## config.mk

```make
export PLATFORM = sky130hd
export DESIGN_NAME = cache_back_end
export DESIGN_NICKNAME = d
export VERILOG_FILES = /design/src/hdl/cache_pkg.sv /design/src/hdl/cache_read_channel.sv /design/src/hdl/cache_write_channel.sv /design/src/hdl/cache_be_arbiter.sv /design/src/hdl/cache_back_end.sv
export VERILOG_INCLUDE_DIRS = /design/src /design/src/include
export SDC_FILE = /design/constraint.sdc
export NUM_CORES = 1
export LEC_CHECK = 0
export CAP_MARGIN = 40
export CORE_ASPECT_RATIO = 1.5
export CORE_MARGIN = 2
export CORE_UTILIZATION = 56
export DETAILED_ROUTE_END_ITERATION = 16
export DONT_BUFFER_PORTS = 1
export MAX_ROUTING_LAYER = met4
export PLACE_DENSITY_LB_ADDON = 0.05
export SYNTH_ARGS = -nofsm -noshare
export SYNTH_HDL_FRONTEND = slang
export SYNTH_HIERARCHICAL = 1
export SYNTH_SLANG_ARGS = --single-unit
```

## constraint.sdc

```tcl
create_clock -name clk -period 2.3 [get_ports clk]
set_clock_uncertainty 0.05 [all_clocks]
set_input_delay 0.23 -clock clk [delete_from_list [all_inputs] [get_ports clk]]
set_output_delay 0.23 -clock clk [all_outputs]
set_load 0.02 [all_outputs]
```

## src/include/cache_consts.svh

```systemverilog
`ifndef CACHE_CONSTS_SVH
`define CACHE_CONSTS_SVH

// Memory word address width
`define CACHE_ADDR_W 16

// Cache word width, equal to the memory port width
`define CACHE_DATA_W 32

// Bytes per word
`define CACHE_NBYTES 4

// Log2 of the words per line
`define CACHE_LINE_W 2

`endif

```

## src/hdl/cache_pkg.sv

```systemverilog
`default_nettype none

`include "cache_consts.svh"

package cache_pkg;

   typedef logic [`CACHE_DATA_W-1:0] word_t;
   typedef logic [`CACHE_NBYTES-1:0] strb_t;
   typedef logic [`CACHE_ADDR_W-1:0] addr_t;

   // Word address without the word-in-line bits
   typedef logic [`CACHE_ADDR_W-`CACHE_LINE_W-1:0] line_addr_t;

   typedef logic [`CACHE_LINE_W-1:0] line_idx_t;

   typedef enum logic [1:0] {
      OWN_NONE,
      OWN_READ,
      OWN_WRITE
   } be_owner_e;

endpackage

`default_nettype wire

```

## src/hdl/cache_read_channel.sv

```systemverilog
`timescale 1ns/1ns
`default_nettype none

`include "cache_consts.svh"

module cache_read_channel (
   input  wire                        clk,
   input  wire                        rst_n,

   input  wire                        replace_valid,
   input  wire cache_pkg::line_addr_t replace_addr,
   output logic                       replace,
   output logic                       read_valid,
   output cache_pkg::line_idx_t       read_addr,
   output cache_pkg::word_t           read_rdata,

   output logic                       mem_valid,
   output cache_pkg::addr_t           mem_addr,
   input  wire                        mem_ready,
   input  wire cache_pkg::word_t      mem_rdata
);

   import cache_pkg::*;

   localparam line_idx_t LAST_IDX = line_idx_t'((1 << `CACHE_LINE_W) - 1);

   typedef enum logic [1:0] {
      RD_IDLE,
      RD_FETCH,
      RD_CLOSE
   } rd_state_e;

   rd_state_e  state_q;
   line_addr_t line_q;
   line_idx_t  idx_q;
   logic       accept;
   logic       beat;

   assign accept    = (state_q == RD_IDLE) && replace_valid;
   assign beat      = mem_valid && mem_ready;

   assign replace   = (state_q != RD_IDLE);     // Held through the last returned word
   assign mem_valid = (state_q == RD_FETCH);
   assign mem_addr  = {line_q, idx_q};

   always_ff @(posedge clk or negedge rst_n) begin
      if (!rst_n) begin
         state_q <= RD_IDLE;
         idx_q   <= '0;
      end else begin
         case (state_q)
            RD_IDLE: begin
               if (accept) begin
                  state_q <= RD_FETCH;
                  idx_q   <= '0;
               end
            end
            RD_FETCH: begin
               if (beat) begin
                  idx_q <= line_idx_t'(idx_q + 1'b1);
                  if (idx_q == LAST_IDX) begin
                     state_q <= RD_CLOSE;            // Last word is out on the read port next
                  end
               end
            end
            default: begin
               state_q <= RD_IDLE;
            end
         endcase
      end
   end

   always_ff @(posedge clk) begin
      if (accept) begin
         line_q <= replace_addr;
      end
   end

   // Each memory beat shows up on the read port one cycle later
   always_ff @(posedge clk or negedge rst_n) begin
      if (!rst_n) begin
         read_valid <= 1'b0;
      end else begin
         read_valid <= beat;
      end
   end

   always_ff @(posedge clk) begin
      if (beat) begin
         read_addr  <= idx_q;
         read_rdata <= mem_rdata;
      end
   end

endmodule

`default_nettype wire

```

## src/hdl/cache_write_channel.sv

```systemverilog
`timescale 1ns/1ns
`default_nettype none

`include "cache_consts.svh"

module cache_write_channel (
   input  wire                   clk,
   input  wire                   rst_n,

   input  wire                   write_valid,
   input  wire cache_pkg::addr_t write_addr,
   input  wire cache_pkg::word_t write_wdata,
   input  wire cache_pkg::strb_t write_wstrb,
   output logic                  write_ready,

   output logic                  mem_valid,
   output cache_pkg::addr_t      mem_addr,
   output cache_pkg::word_t      mem_wdata,
   output cache_pkg::strb_t      mem_wstrb,
   input  wire                   mem_ready
);

   import cache_pkg::*;

   logic  full_q;
   logic  accept;
   logic  beat;
   addr_t addr_q;
   word_t wdata_q;
   strb_t wstrb_q;

   assign write_ready = !full_q;                // Only one word may wait for memory
   assign accept      = write_valid && write_ready;

   assign mem_valid   = full_q;
   assign mem_addr    = addr_q;
   assign mem_wdata   = wdata_q;
   assign mem_wstrb   = wstrb_q;
   assign beat        = mem_valid && mem_ready;

   always_ff @(posedge clk or negedge rst_n) begin
      if (!rst_n) begin
         full_q <= 1'b0;
      end else if (accept) begin
         full_q <= 1'b1;
      end else if (beat) begin
         full_q <= 1'b0;                         // Ready again on the cycle after the beat
      end
   end

   always_ff @(posedge clk) begin
      if (accept) begin
         addr_q  <= write_addr;
         wdata_q <= write_wdata;
         wstrb_q <= write_wstrb;
      end
   end

endmodule

`default_nettype wire

```

## src/hdl/cache_be_arbiter.sv

```systemverilog
`timescale 1ns/1ns
`default_nettype none

`include "cache_consts.svh"

module cache_be_arbiter (
   input  wire                   clk,
   input  wire                   rst_n,

   input  wire                   rd_valid,
   input  wire cache_pkg::addr_t rd_addr,
   output logic                  rd_ready,

   input  wire                   wr_valid,
   input  wire cache_pkg::addr_t wr_addr,
   input  wire cache_pkg::word_t wr_wdata,
   input  wire cache_pkg::strb_t wr_wstrb,
   output logic                  wr_ready,

   output logic                  be_valid,
   output cache_pkg::addr_t      be_addr,
   output cache_pkg::word_t      be_wdata,
   output cache_pkg::strb_t      be_wstrb,
   input  wire                   be_ready
);

   import cache_pkg::*;

   localparam line_idx_t LAST_BEAT = line_idx_t'((1 << `CACHE_LINE_W) - 1);

   be_owner_e owner_q;
   be_owner_e grant;
   line_idx_t beat_q;
   logic      beat;
   logic      last_beat;

   // A free port goes to the read channel first
   always_comb begin
      grant = owner_q;
      if (owner_q == OWN_NONE) begin
         if (rd_valid) begin
            grant = OWN_READ;
         end else if (wr_valid) begin
            grant = OWN_WRITE;
         end
      end
   end

   assign be_valid  = ((grant == OWN_READ) && rd_valid) || ((grant == OWN_WRITE) && wr_valid);
   assign be_addr   = (grant == OWN_WRITE) ? wr_addr : rd_addr;
   assign be_wdata  = wr_wdata;
   assign be_wstrb  = (grant == OWN_WRITE) ? wr_wstrb : '0;   // Zero strobes mark a read

   assign rd_ready  = (grant == OWN_READ) && be_ready;
   assign wr_ready  = (grant == OWN_WRITE) && be_ready;

   assign beat      = be_valid && be_ready;
   assign last_beat = (grant == OWN_WRITE) || (beat_q == LAST_BEAT);

   always_ff @(posedge clk or negedge rst_n) begin
      if (!rst_n) begin
         owner_q <= OWN_NONE;
         beat_q  <= '0;
      end else if (beat && last_beat) begin
         owner_q <= OWN_NONE;                   // Free for a new grant next cycle
         beat_q  <= '0;
      end else begin
         owner_q <= grant;
         if (beat) begin
            beat_q <= line_idx_t'(beat_q + 1'b1);
         end
      end
   end

endmodule

`default_nettype wire

```

## src/hdl/cache_back_end.sv

```systemverilog
`timescale 1ns/1ns
`default_nettype none

`include "cache_consts.svh"

module cache_back_end (
   input  wire                        clk,
   input  wire                        rst_n,

   input  wire                        write_valid,
   input  wire cache_pkg::addr_t      write_addr,
   input  wire cache_pkg::word_t      write_wdata,
   input  wire cache_pkg::strb_t      write_wstrb,
   output logic                       write_ready,

   input  wire                        replace_valid,
   input  wire cache_pkg::line_addr_t replace_addr,
   output logic                       replace,
   output logic                       read_valid,
   output cache_pkg::line_idx_t       read_addr,
   output cache_pkg::word_t           read_rdata,

   output logic                       be_valid,
   output cache_pkg::addr_t           be_addr,
   output cache_pkg::word_t           be_wdata,
   output cache_pkg::strb_t           be_wstrb,
   input  wire cache_pkg::word_t      be_rdata,
   input  wire                        be_ready
);

   import cache_pkg::*;

   logic  rd_mem_valid;
   logic  rd_mem_ready;
   addr_t rd_mem_addr;

   logic  wr_mem_valid;
   logic  wr_mem_ready;
   addr_t wr_mem_addr;
   word_t wr_mem_wdata;
   strb_t wr_mem_wstrb;

   cache_read_channel read_ch (
      .clk           (clk),
      .rst_n         (rst_n),
      .replace_valid (replace_valid),
      .replace_addr  (replace_addr),
      .replace       (replace),
      .read_valid    (read_valid),
      .read_addr     (read_addr),
      .read_rdata    (read_rdata),
      .mem_valid     (rd_mem_valid),
      .mem_addr      (rd_mem_addr),
      .mem_ready     (rd_mem_ready),
      .mem_rdata     (be_rdata)              // Read data needs no arbitration
   );

   cache_write_channel write_ch (
      .clk         (clk),
      .rst_n       (rst_n),
      .write_valid (write_valid),
      .write_addr  (write_addr),
      .write_wdata (write_wdata),
      .write_wstrb (write_wstrb),
      .write_ready (write_ready),
      .mem_valid   (wr_mem_valid),
      .mem_addr    (wr_mem_addr),
      .mem_wdata   (wr_mem_wdata),
      .mem_wstrb   (wr_mem_wstrb),
      .mem_ready   (wr_mem_ready)
   );

   cache_be_arbiter arb (
      .clk      (clk),
      .rst_n    (rst_n),
      .rd_valid (rd_mem_valid),
      .rd_addr  (rd_mem_addr),
      .rd_ready (rd_mem_ready),
      .wr_valid (wr_mem_valid),
      .wr_addr  (wr_mem_addr),
      .wr_wdata (wr_mem_wdata),
      .wr_wstrb (wr_mem_wstrb),
      .wr_ready (wr_mem_ready),
      .be_valid (be_valid),
      .be_addr  (be_addr),
      .be_wdata (be_wdata),
      .be_wstrb (be_wstrb),
      .be_ready (be_ready)
   );

endmodule

`default_nettype wire

```

# Word-level counts from Yosys, hierarchy flattened
# Cells that the tools add are included.
# W data, S select, Z words.
[totals]
register_bits = 110
latch_bits = 0
mem_bits_rw = 0
rom_bits = 0
inputBits = 103
wordCells = 60
n_memories = 0
[op_classes]
addsub = 2
mul = 0
div_mod_pow = 0
magnitude_cmp = 0
n_eq_ne = 8
shifts = 0
mux = 17
bitwise = 0
reduce_logical = 21
[ops]
columns = ["cell", "n"]
rows = [
  ["$mux W2", 11],
  ["$mux W16", 1],
  ["$logic_and A1 B1 Y1", 10],
  ["$pmux W2 S2", 2],
  ["$reduce_bool A2 Y1", 4],
  ["$eq A2 B2 Y1 const B", 3],
  ["$reduce_and A3 Y1", 2],
  ["$add A2 B1 Y2 const B", 2],
  ["$eq A2 B1 Y1 const B", 2],
  ["$logic_not A2 Y1", 2],
  ["$mux W4", 1],
  ["$ne A2 B2 Y1 const B", 2],
  ["$logic_or A1 B1 Y1", 2],
  ["$mux W1", 2],
  ["$ne A2 B1 Y1 const B", 1],
  ["$logic_not A1 Y1", 1],
]

# Logic depth before layout (Yosys ltp)
# Gate-level depths: netlist of the first run.
[depth]
depth_word = 9
ltp_mapped = 6
depth_no_buf = 5

# Hierarchy
# Netlist of the first run, hierarchy kept.
[by_module_without_submodules]
columns = ["mod", "n_inst", "cells_per_inst", "area_per_inst_um2", "seq_area_each_um2"]
rows = [
  ["cache_read_channel", 1, 68, 1686.6, 1566.5],
  ["cache_write_channel", 1, 56, 1606.5, 1586.5],
  ["cache_be_arbiter", 1, 83, 769.5, 100.1],
]

# Worst setup path after synthesis of the first run
# No wires, ideal clock.
[synth_path]
path_kind = "flip-flop to flip-flop"
from = "register read_ch.state_q[1]"
to = "register read_ch.read_addr[0] (enable)"
setup_ps = 395
t_arrival_ps = 1905
setup_slack_ps = -50
path_stages_with_launch = 5
n_path_buf = 0
synth_period_minus_slack_ps = 2350
path_cell_list = "dfrtp_1 -> and2b_2 -> nor2_1 -> nor3_1 -> and2_1"
[synth_via]
elab_chain_len = 6
[synth_rtl]
columns = ["element", "line", "rtl"]
rows = [
  ["from (decl)", "cache_read_channel.sv:33", "rd_state_e state_q;"],
  ["from (signal assigned)", "cache_read_channel.sv:48", "state_q <= RD_IDLE;"],
  ["from (signal assigned)", "cache_read_channel.sv:54", "state_q <= RD_FETCH;"],
  ["from (signal assigned)", "cache_read_channel.sv:62", "state_q <= RD_CLOSE;"],
  ["$eq A2 B1 Y1", "cache_read_channel.sv:43", "assign mem_valid = (state_q == RD_FETCH);"],
  ["via rd_mem_valid", "cache_back_end.sv:33", "logic rd_mem_valid;"],
  ["$mux W2", "cache_be_arbiter.sv:41", "if (rd_valid) begin"],
  ["$mux W2", "cache_be_arbiter.sv:40", "if (owner_q == OWN_NONE) begin"],
  ["$eq A2 B1 Y1", "cache_be_arbiter.sv:54", "assign rd_ready = (grant == OWN_READ) && be_ready;"],
  ["$logic_and A1 B1 Y1", "cache_be_arbiter.sv:54", ""],
  ["via rd_mem_ready", "cache_back_end.sv:34", "logic rd_mem_ready;"],
  ["$logic_and A1 B1 Y1", "cache_read_channel.sv:40", "assign beat = mem_valid && mem_ready;"],
  ["via read_ch.beat", "cache_read_channel.sv:37", "logic beat;"],
  ["to (signal assigned)", "cache_read_channel.sv:90", "read_addr <= idx_q;"],
  ["to (decl)", "cache_read_channel.sv:14", "output cache_pkg::line_idx_t read_addr,"],
]
# The timed path passes the listed nets, and every way through them passes these cells.
# A chain may end at the register's enable or synchronous reset.

# Worst setup path after layout of the first run
[layout_path]
from = "register read_ch.state_q[1]"
to = "output be_addr[8]"
[layout_via]
elab_chain_len = 5
[layout_rtl]
columns = ["element", "line", "rtl"]
rows = [
  ["$eq A2 B1 Y1", "cache_read_channel.sv:43", ""],
  ["via rd_mem_valid", "cache_back_end.sv:33", ""],
  ["$mux W2", "cache_be_arbiter.sv:41", ""],
  ["$mux W2", "cache_be_arbiter.sv:40", ""],
  ["$eq A2 B2 Y1", "cache_be_arbiter.sv:50", "assign be_addr = (grant == OWN_WRITE) ? wr_addr : rd_addr;"],
  ["$mux W16", "cache_be_arbiter.sv:50", ""],
  ["to (decl)", "cache_back_end.sv:24", "output cache_pkg::addr_t be_addr,"],
]
# The timed path passes the listed nets, and every way through them passes these cells.

==> results of run 1 <==
cells by family (layout without fill, tap and decap cells):
logic type | Yosys count | count (layout) | share of synthesized area, %
flops | 110 | 110 | 80.07
compound gates | 12 | 12 | 2.433
fa+ha+maj | 2 | 2 | 0.6159
mux | 16 | 16 | 5.636
buf+inv | 42 | 130 | 7.422
simple gates | 25 | 25 | 3.819
state kept, by name, summed over array words and instances (netlist names), 2 cells and up:
| register | flops |
|---|---|
| arb/beat_q | 2 |
| arb/owner_q | 2 |
| read_ch/idx_q | 2 |
| read_ch/line_q | 14 |
| read_ch/read_addr | 2 |
| read_ch/read_rdata | 32 |
| read_ch/state_q | 2 |
| write_ch/mem_addr | 16 |
| write_ch/mem_wdata | 32 |
| write_ch/mem_wstrb | 4 |
worst reg2reg max path: stages (launching register included):
cell and delay [ps]:
dfrtp_1 420, and2b_2 270, nor2_1 50, nor3_1 130, buf_4 160, and2_2 170
buf_12 210
routing by layer:
| metal | wire length [µm] | track usage [%] | vias to the layer above |
|---|---|---|---|
| li1 | - | - | 899 |
| met1 | 2768 | 20.86 | 954 |
| met2 | 4146 | 33.55 | 136 |
| met3 | 615 | 5.219 | 18 |
| met4 | 252 | 11.30 | 0 |
| met5 | 0 | - | - |
power groups by stage:
stage | Sequential, µW | Clock (µW) | Combinational [µW]
global placement | 2280 | 0 | 23.4
detailed placement | 2280 | 0 | 24.8
CTS | 2230 | 1260 | 166
global route | 2240 | 1330 | 181
finish | 2230 | 1230 | 170
floorplan | 2260 | 0 | 51.5
area by class of cell:
| class | count | area [µm²] | area share [%] |
|---|---|---|---|
| clock buffer | 9 | 123.9 | 2.385 |
| clock inverter | 7 | 97.59 | 1.879 |
| inverter | 8 | 30.03 | 0.5782 |
| multi-input combinational | 55 | 514.2 | 9.901 |
| sequential | 110 | 3253 | 62.64 |
| tap | 80 | 100.1 | 1.927 |
| timing repair buffer | 106 | 1075 | 20.69 |
layout by cell type, fill, tap and decap left out, types with 2 or more instances in the layout:
cell / synthesis / routed
edfxtp_1: 100 / 100
nor2b_1: 2 / 2
buf_4: 32 / 3
dfrtp_1: 10 / 10
and3b_1: 2 / 2
ha_1: 2 / 2
clkinvlp_4: 0 / 2
mux2_2: 3 / 3
nor2_1: 9 / 9
inv_1: 7 / 7
clkbuf_8: 0 / 9
dlygate4sd3_1: 0 / 100
bufinv_16: 0 / 2
a31oi_1: 2 / 2
a211o_1: 2 / 2
a32o_1: 2 / 2
a21oi_1: 2 / 2
buf_12: 1 / 2
o21bai_1: 2 / 2
mux2_4: 13 / 13
nor3_1: 2 / 2
cell usage after synthesis, drive strengths merged:
master / count / area share, %
and4b: 1 / 0.28
and4bb: 1 / 0.31
mux2: 16 / 5.6
nor2b: 4 / 0.74
buf: 34 / 6.7
dfrtp: 10 / 6.2
and3b: 2 / 0.43
a21oi: 2 / 0.25
nor3: 2 / 0.25
and3: 1 / 0.15
a211o: 2 / 0.43
and2: 1 / 0.15
or2: 2 / 0.37
a31oi: 2 / 0.31
and2b: 1 / 0.22
ha: 2 / 0.62
a32o: 2 / 0.49
nand2: 1 / 0.092
inv: 8 / 0.74
o21ai: 1 / 0.12
o21bai: 3 / 0.83
nor2: 9 / 0.83
edfxtp: 100 / 74
metrics by stage:
step	setup slack [ps]	power [µW]	utilization (%)	hold WS, ps
4_1_cts	58.19	3659	72.82	45.69
5_1_grt	2.829	3749	72.82	79.77
2_1_floorplan	41.40	2311	-	-115.6
6_report	95.79	3635	72.82	73.11
3_3_place_gp	449.7	2302	55.63	-115.3
3_5_place_dp	386.6	2304	55.63	-115.4
worst paths after layout:
kind / start / endpoint / slack (ps) / cells past startpoint
max: read_ch/state_q[1]$_DFFE_PN0P_ / be_addr[8] / 100 / 5
min: be_ready / write_ch/mem_valid$_DFFE_PN0P_ / 70 / 3
max reg2reg: read_ch/state_q[1]$_DFFE_PN0P_ / read_ch/read_rdata[25]$_DFFE_PP_ / 540 / 6
min reg2reg: arb/beat_q[0]$_DFFE_PN0P_ / arb/beat_q[0]$_DFFE_PN0P_ / 500 / 1
max in group asynchronous: rst_n / arb/beat_q[1]$_DFFE_PN0P_ / 1680 / 1
min in group asynchronous: rst_n / read_ch/state_q[1]$_DFFE_PN0P_ / 210 / 1
timing repair:
item | CTS | global route
gates resized for setup | 1 | 0
endpoints found under the hold margin | 110 | 0
hold buffers | 100 | 0
setup endpoints to repair | 13 | 0
==> summary.md, run 1 <==
| Metric | Value |
|---|---|
| Status | finished clean |
| Critical Path AT | between 1500 and 2000 ps |
| Vias | 2,007 |
| Mapped Area | 0.004063 mm² |
| First-pass GRT wire length | approximately 11 mm |
| Critical Path Slowest Stage Cell | dfrtp_1 |
| Crit path cell chain | and2b_2, nor2b_2, o21bai_4, buf_6, mux2_4 |
| Combinational fraction of design power | under 10% |
| Setup CP Type | reg2out |
| Worst hold path type | in2reg |
| Slew of the pin with the lowest slew margin | 467.9 ps |
| Insertion delay of the later-clocked pin in the worst-skew pair | about 350 ps |
| Port Buffers | 0 |
| Die Wd | about 74 µm |
| Vias in the first global route | around 2,200 |
| Buffer and inverter count on the worst path | 1 |
| Fin nets | 395 |
| Final setup viols | 0 |
| Filler Cells Inserted | 452 |
| FF+latch count, synth | 110 |
| Largest net degree at the start of global routing | 50 |
| Final Hold Fails | 0 |
| Sequential Power Share | between 60 and 70% |
| Core area | about 0.0071 mm² |
| Detailed router's first-iteration violation count | 147 |
| Worst EP required | 2020 ps |
| Synth Area per Inst | 19.63 µm² |
| Setup TNS | 0 ps |
| Area Overhead vs Synth | 27.84% |
| Switching Share | a little under a fifth |
| Syn Nets | ~310 |
| Fmax | roughly 450 MHz |
| WL final | roughly 8 mm |
| Layout cells sized above 1 | roughly 16% |
| Top delay family on crit path | flip-flops |
| Non-Filler Instances | 375 |
| Cell Rows | 38 |
| H-tree depth | 3 |
| Via-to-Cell Ratio | between 5 and 6 |
| Min cycle time layout | 2204 ps |
| CTS buffer count | 9 |
| Leakage | around 0.0019 µW |
| Grt total ovfl | 0 |
| Die H | about 110 µm |
| Fin crit share | approximately 96% |
| Worst path max stage delay | roughly 420 ps |
| NetSw | around 700 µW |
| CTS tree | built |
| Synth cell types | 30 |
| # diodes | 0 |
| Dpl hpwl | 4.712 mm |
| Mapped Cells | ~210 |
| Initial antenna violation count | 0 |
| DP Area | about 0.0040 mm² |
| # IOs | between 150 and 200 |
| Internal power component | roughly 2900 µW |
| DIE AREA | 0.007966 mm² |
| Max-slew headroom | 68.70% |
| Root Buffer | clkbuf_8 |
| Gp weighted congestion | roughly 0.74 |
| Max-cap viol count | 0 |
| Postcts setup bufs | 0 |
| Pre-antenna DRT Iters | 4 |
| Worst IR Drop VDD | between 0.6 and 0.7 mV |
| Clock share of power | around 34% |
| Drc violations | 0 |
| Clk buf depth | 2 |
| Synth warn | 6 |
| CP max FO | 18 |
| Final Cell Area | 0.005194 mm² |
| Register area share after synthesis | between 80% and 90% |
| Total Routing Usage GR | ~20% |
| Routed len/inst | 20.75 µm |
| # placed instances | 259 |
| Cell Pwr Density | ~700 mW/mm² |
| Critical Path End Type | primary output |
| Starting Density | between 50% and 60% |
| Fin. max-slew vios | 0 |
| Post-DRT Antenna Nets | 0 |
| RSZ-0062 raised after global routing | false |
| Clk pin slew, worst setup/hold paths | approximately 90 ps |
| Clock Sinks | 110 |
| Setup crit start kind | flop |
Note: power is estimated with default switching activity, not from simulation.
==> run 2, diff against run 1 <==
--- a/config.mk
+++ b/config.mk
@@ -14,6 +14,8 @@
 export DONT_BUFFER_PORTS = 1
 export MAX_ROUTING_LAYER = met4
 export PLACE_DENSITY_LB_ADDON = 0.05
+export REMOVE_ABC_BUFFERS = 1
+export SLEW_MARGIN = 20
 export SYNTH_ARGS = -nofsm -noshare
 export SYNTH_HDL_FRONTEND = slang
 export SYNTH_HIERARCHICAL = 1
==> summary.md, run 2 (synthesis results as in run 1) <==
| Metric | Value |
|---|---|
| Status | finished clean |
| Routed len/inst | 21.12 µm (+1.8%) |
| Critical Path AT | 1930 ps (about the same) |
| Dpl hpwl | 4.551 mm (-3.4%) |
| Crit path cell chain | and2b_2, nor2b_2, o21bai_4, buf_4, mux2_2 |
| # placed instances | 258 (-0.39%) |
| Largest net degree at the start of global routing | 54 (+8.0%) |
| CP max FO | 11 (-7) |
| Max-slew headroom | 61.46% (-7.2 points) |
| Post-DRT Antenna Nets | 0 (unchanged) |
| Final setup viols | 0 (unchanged) |
| Initial antenna violation count | 0 (unchanged) |
| CTS tree | built |
| Leakage | 0.001904 µW (-0.91%) |
| Via-to-Cell Ratio | 5.353 (about the same) |
| H-tree depth | 3 (unchanged) |
| Port Buffers | 0 (unchanged) |
| Fin crit share | 96.14% (+0.30 points) |
| Drc violations | 0 (unchanged) |
| Reg area | 0.003253 mm² (unchanged) |
| Die H | 108.3 µm (unchanged) |
| Clk buf depth | 2 (unchanged) |
| Core area | 0.007132 mm² (unchanged) |
| Multi-input logic area | 513.0 µm² (-0.24%) |
| Root Buffer | clkbuf_8 |
| First-pass GRT wire length | 11.03 mm (unchanged) |
| Hold EP | write_ch/mem_valid$_DFFE_PN0P_ |
| Cell Rows | 38 (unchanged) |
| CTS buffer count | 9 (unchanged) |
| Cts hold-fix bufs | 100 (unchanged) |
| Worst Reg-to-Reg Cells | 5 (-1) |
| Die Wd | 73.55 µm (unchanged) |
| Pre-antenna DRT Iters | 4 (unchanged) |
| Postcts setup bufs | 0 (unchanged) |
| Gp weighted congestion | 0.7719 (+4.2%) |
| Slew of the pin with the lowest slew margin | 573.7 ps (+105.8 ps) |
| Setup crit start kind | flop |
| Non-Filler Instances | 374 (-0.27%) |
| Worst hold path type | in2reg |
| Max-cap viol count | 0 (unchanged) |
| Critical Path Slowest Stage Cell | mux2_2 |
| Min cycle time layout | 2211 ps (+6.959 ps) |
| Setup TNS | 0 ps (unchanged) |
| Area Overhead vs Synth | 26.73% |
| Insertion delay of the later-clocked pin in the worst-skew pair | 360 ps (about the same) |
| Worst path max stage delay | 440 ps (+20 ps) |
| Vias in the first global route | 2,148 (-2.0%) |
| FF-to-FF End | read_ch/read_rdata[1]$_DFFE_PP_ |
| Fmax | 452.2 MHz (-0.31%) |
| DIE AREA | 0.007966 mm² (unchanged) |
| DP Area | 0.003959 mm² (-0.22%) |
| Most frequent cells in the layout | 100 x dlygate4sd3_1, 100 x edfxtp_1, 13 x mux2_4 |
| Grt total ovfl | 0 (unchanged) |
| Worst hold margin | 71.93 ps (-1.184 ps) |
| Worst R2R Start | read_ch/state_q[1]$_DFFE_PN0P_ |
| Hold path cells | 3 (unchanged) |
| WL final | 7.899 mm (+1.5%) |
| Clk pin slew, worst setup/hold paths | 90 ps (about the same) |
| Worst EP required | 2020 ps (about the same) |
| Vias | 2,002 (-0.25%) |
| Fin. max-slew vios | 0 (unchanged) |
| Hold Crit Start | be_ready |
| Layout cells sized above 1 | 15.31% (-0.97 points) |
| Detailed router's first-iteration violation count | 103 (-30%) |
| Fin nets | 394 (-0.25%) |
| R2R setup slack | 270 ps (-270 ps) |
| Filler Cells Inserted | 440 (-2.7%) |
| Critical Path End Type | primary output |
| Top delay family on crit path | multiplexers |
| Clock Sinks | 110 (unchanged) |
| Total Routing Usage GR | 20.22% (+0.22 points) |
| Worst IR Drop VDD | 0.5530 mV (-21%) |
| Final Hold Fails | 0 (unchanged) |
| Buffer and inverter count on the worst path | 1 (unchanged) |
| RSZ-0062 raised after global routing | false |
| # IOs | 193 (unchanged) |
| Setup CP Type | reg2out |
| Cell Pwr Density | 681.5 mW/mm² (-2.6%) |
| Total power draw | 3509 µW (-3.5%) |
| Cts repair resizes | 0 (-1) |
| Starting Density | 56.96% (unchanged) |
| Final Cell Area | 0.005149 mm² (-0.87%) |
| # diodes | 0 (unchanged) |
==> run 2: cell types whose count changed in the layout (fill, tap and decap cells not counted), sizes merged <==
cell,previous run,this run
clkinv,2,5
buf,6,5
bufinv,2,1
inv,9,8
clkinvlp,2,1
==> run 2: area by class of cell <==
type                            count  area share [%]
Timing Repair Buffer              105           20.66
Sequential cell                   110           63.18
Inverter                            8          0.5832
Tap cell                           80           1.944
Clock inverter                      7           1.264
Multi-Input combinational cell     55           9.964
Clock buffer                        9           2.406
==> run 2: layer usage <==
metal  vias to the layer above  global-route usage [%]  wire, µm
met2                       134                   35.46      4337
met4                         0                   10.78       227
met3                        18                   4.753       661
li1                        897                       -         -
met1                       953                   20.20      2673
met5                         -                       -         0
==> run 2: how the worst max path moves through the flow <==
stage / to / slack (ps) / depth (start not counted) / startpoint
after floorplan: read_ch/read_addr[0]$_DFFE_PP_ / -50 / 4 / read_ch/state_q[1]$_DFFE_PN0P_
after global placement: read_ch/read_rdata[28]$_DFFE_PP_ / 470 / 5 / read_ch/state_q[1]$_DFFE_PN0P_
after detailed placement: read_ch/read_rdata[18]$_DFFE_PP_ / 310 / 5 / read_ch/state_q[1]$_DFFE_PN0P_
after CTS: be_addr[1] / 80 / 5 / read_ch/state_q[1]$_DFFE_PN0P_
after global routing: be_addr[1] / 10 / 5 / read_ch/state_q[1]$_DFFE_PN0P_
final: be_addr[1] / 90 / 5 / read_ch/state_q[1]$_DFFE_PN0P_
==> run 2: worst reg2reg max path: cells and delay by family, from the launching register on <==
| family | cells | cell delay [ps] |
|---|---|---|
| simple gates | 4 | 1050 |
| buf+inv | 1 | 220 |
| flops | 1 | 420 |
==> run 2: power breakdown <==
| group | total, µW | switching [µW] | leakage [µW] | internal, µW |
|---|---|---|---|---|
| Combinational | 170 | 50.0 | 0.000780 | 120 |
| Clock | 1100 | 609 | 0.0000964 | 496 |
| Sequential | 2230 | 26.8 | 0.00103 | 2210 |
| Total | 3510 | 686 | 0.00190 | 2820 |
==> run 2: metrics by stage <==
stage	utilization [%]	setup WS, ps
2_1_floorplan	-	-50.34
3_3_place_gp	55.51	474.2
3_5_place_dp	55.51	312.4
4_1_cts	72.19	77.15
5_1_grt	72.19	12.73
6_report	72.19	88.83
==> run 3, diff against run 2 <==
--- a/config.mk
+++ b/config.mk
@@ -14,7 +14,6 @@
 export DONT_BUFFER_PORTS = 1
 export MAX_ROUTING_LAYER = met4
 export PLACE_DENSITY_LB_ADDON = 0.05
-export REMOVE_ABC_BUFFERS = 1
 export SLEW_MARGIN = 20
 export SYNTH_ARGS = -nofsm -noshare
 export SYNTH_HDL_FRONTEND = slang
==> constraint.sdc (replaced) <==
create_clock -name clk -period 2.3 [get_ports clk]
set_clock_uncertainty 0.05 [all_clocks]
set_input_delay 0.46 -clock clk [delete_from_list [all_inputs] [get_ports clk]]
set_output_delay 0.46 -clock clk [all_outputs]
set_load 0.02 [all_outputs]
==> summary.md, run 3 (synthesis results as in run 1) <==
| Metric | Value |
|---|---|
| Status | finished clean |
| Area Overhead vs Synth | 5.236% |
| Setup CP Type | reg2out |
| Grt total ovfl | 0 (unchanged) |
| Critical Path AT | 1770 ps (-160 ps) |
| FF-to-FF End | read_ch/read_rdata[15]$_DFFE_PP_ |
| Setup TNS | 0 ps (unchanged) |
| Filler Cells Inserted | 536 (+22%) |
| Worst EP required | 1790 ps (-230 ps) |
| Multi-input logic area | 535.5 µm² (+4.4%) |
| CTS buffer count | 9 (unchanged) |
| Initial antenna violation count | 0 (unchanged) |
| Layout cells sized above 1 | 28.36% (+13 points) |
| CP max FO | 10 (-1) |
| Vias in the first global route | 1,725 (-20%) |
| Worst path max stage delay | 410 ps (-30 ps) |
| First-pass GRT wire length | 8.852 mm (-20%) |
| Fin. max-slew vios | 0 (unchanged) |
| Clock share of power | 35.5% (+4.0 points) |
| Hold path cells | 0 (-3) |
| Total Routing Usage GR | 16.70% (-3.5 points) |
| DIE AREA | 0.007966 mm² (unchanged) |
| Slew of the pin with the lowest slew margin | 467.1 ps (-106.6 ps) |
| Die H | 108.3 µm (unchanged) |
| WL final | 6.437 mm (-19%) |
| Pre-antenna DRT Iters | 4 (unchanged) |
| Worst hold margin | 126.3 ps (+54.38 ps) |
| Cell Pwr Density | 820.2 mW/mm² (+20%) |
| R2R setup slack | 370 ps (+100 ps) |
| Sequential Power Share | 63.7% (about the same) |
| Fmax | 437.8 MHz (-3.2%) |
| Gp weighted congestion | 0.7366 (-4.6%) |
| Combinational fraction of design power | 0.8% (-4.0 points) |
| Switching Share | 18.94% (-0.61 points) |
| NetSw | 664.1 µW (-3.2%) |
| DP Area | 0.003963 mm² (about the same) |
| Critical Path Slowest Stage Cell | dfrtp_1 |
| Largest net degree at the start of global routing | 54 (unchanged) |
| Detailed router's first-iteration violation count | 118 (+15%) |
| Post-DRT Antenna Nets | 0 (unchanged) |
| Core area | 0.007132 mm² (unchanged) |
| Internal power component | 2842 µW (+0.70%) |
| Final Core Density | 59.95% (-12 points) |
| Final Cell Area | 0.004275 mm² (-17%) |
| Cell Rows | 38 (unchanged) |
| Max-cap viol count | 0 (unchanged) |
| Critical Path End Type | primary output |
| Worst hold path type | in2reg |
| Dpl hpwl | 4.855 mm (+6.7%) |
| # IOs | 193 (unchanged) |
| Starting Density | 56.96% (unchanged) |
| Min cycle time layout | 2284 ps (+73.20 ps) |
| Post-place setup slack | 288.8 ps (-23.62 ps) |
| Worst Reg-to-Reg Cells | 6 (+1) |
| CTS tree | built |
| Fin nets | 301 (-24%) |
| Drc violations | 0 (unchanged) |
| RSZ-0062 raised after global routing | true |
| Insertion delay of the later-clocked pin in the worst-skew pair | 360 ps (about the same) |
| Reg area | 0.003253 mm² (unchanged) |
| Root Buffer | clkbuf_8 |
| Fin crit share | 99.32% (+3.2 points) |
| H-tree depth | 3 (unchanged) |
| Via-to-Cell Ratio | 5.854 (+9.4%) |
| Port Buffers | 0 (unchanged) |
| Clk pin slew, worst setup/hold paths | 100 ps (about the same) |
| Crit path cell chain | and2b_2, nor2b_2, o21bai_4, buf_12, mux2_4 |
| Final setup viols | 0 (unchanged) |
| Routed len/inst | 22.91 µm (+8.5%) |
| Clock Sinks | 110 (unchanged) |
| Hold EP | write_ch/mem_wdata[29]$_DFFE_PP_ |
| Worst Slack Setup Final | 15.63 ps (-73.20 ps) |
| Most common cell after layout, fill and taps aside | edfxtp_1 |
| Clk buf depth | 2 (unchanged) |
| Die Wd | 73.55 µm (unchanged) |
| Setup crit start kind | flop |
| # diodes | 0 (unchanged) |
| Final Hold Fails | 0 (unchanged) |
| Max-slew headroom | 68.76% (+7.3 points) |
| Most frequent cells in the layout | 100 x edfxtp_1, 16 x mux2_4, 10 x dfrtp_1 |
| Vias | 1,645 (-18%) |
| Worst R2R Start | read_ch/state_q[1]$_DFFE_PN0P_ |
| Leakage | 0.001556 µW (-18%) |
| Hold Crit Start | write_wdata[29] |
| Worst IR Drop VDD | 0.5856 mV (+5.9%) |
run 3: repair_timing:
action | in CTS | in global routing
endpoints found under the setup margin | 20 | 20
hold buffers | 1 | 0
hold endpoints to repair | 10 | 0
buffers inserted | 2 | 2
resized for setup | 9 | 4
run 3: worst max path at each step:
stage | startpoint | endpoint | slack [ps] | depth (start not counted)
after global routing | read_ch/state_q[1]$_DFFE_PN0P_ | be_addr[9] | -60 | 5
after floorplan | read_ch/state_q[1]$_DFFE_PN0P_ | read_ch/read_addr[0]$_DFFE_PP_ | 290 | 4
final | read_ch/state_q[1]$_DFFE_PN0P_ | be_addr[9] | 20 | 5
after detailed placement | read_ch/state_q[1]$_DFFE_PN0P_ | be_addr[1] | 290 | 5
after CTS | read_ch/state_q[1]$_DFFE_PN0P_ | be_addr[9] | -3 | 5
after global placement | read_ch/state_q[1]$_DFFE_PN0P_ | be_addr[15] | 350 | 5
run 3: critical path, delay by kind of cell, from the launching register on:
| kind | cells | cell delay (ps) |
|---|---|---|
| DFF | 1 | 410 |
| muxes | 1 | 350 |
| and+or+nand+nor | 2 | 290 |
| AOI/OAI and AO/OA | 1 | 170 |
| buffers and inverters | 1 | 170 |
run 3: routing by layer:
metal  GRT usage, %  vias up  wire length (µm)
met3          5.126       12               495
met2          28.64      110              3652
met5              -        -                 0
met1          15.90      810              2122
li1               -      713                 -
met4          10.13        0               165
run 3: power groups by stage:
stage | Clock (µW) | Combinational (µW) | Sequential [µW]
2_1_floorplan | 0 | 52.1 | 2260
3_3_place_gp | 0 | 23.9 | 2280
3_5_place_dp | 0 | 25.0 | 2280
4_1_cts | 1280 | 29.6 | 2230
5_1_grt | 1350 | 32.6 | 2240
6_report | 1240 | 29.2 | 2230
run 3: area by class of cell:
| class | count | share of cell area (%) |
|---|---|---|
| sequential | 110 | 76.09 |
| multi-input combinational | 55 | 12.53 |
| timing repair buffer | 12 | 3.044 |
| clock buffer | 9 | 2.897 |
| clock inverter | 7 | 2.400 |
| tap | 80 | 2.341 |
| inverter | 8 | 0.7024 |
run 3: stage by stage:
stage                     instances  total power [µW]
after floorplan                 207              2311
after global placement          260              2303
after detailed placement        260              2305
after CTS                       279              3542
after global routing            281              3619
final                           281              3507
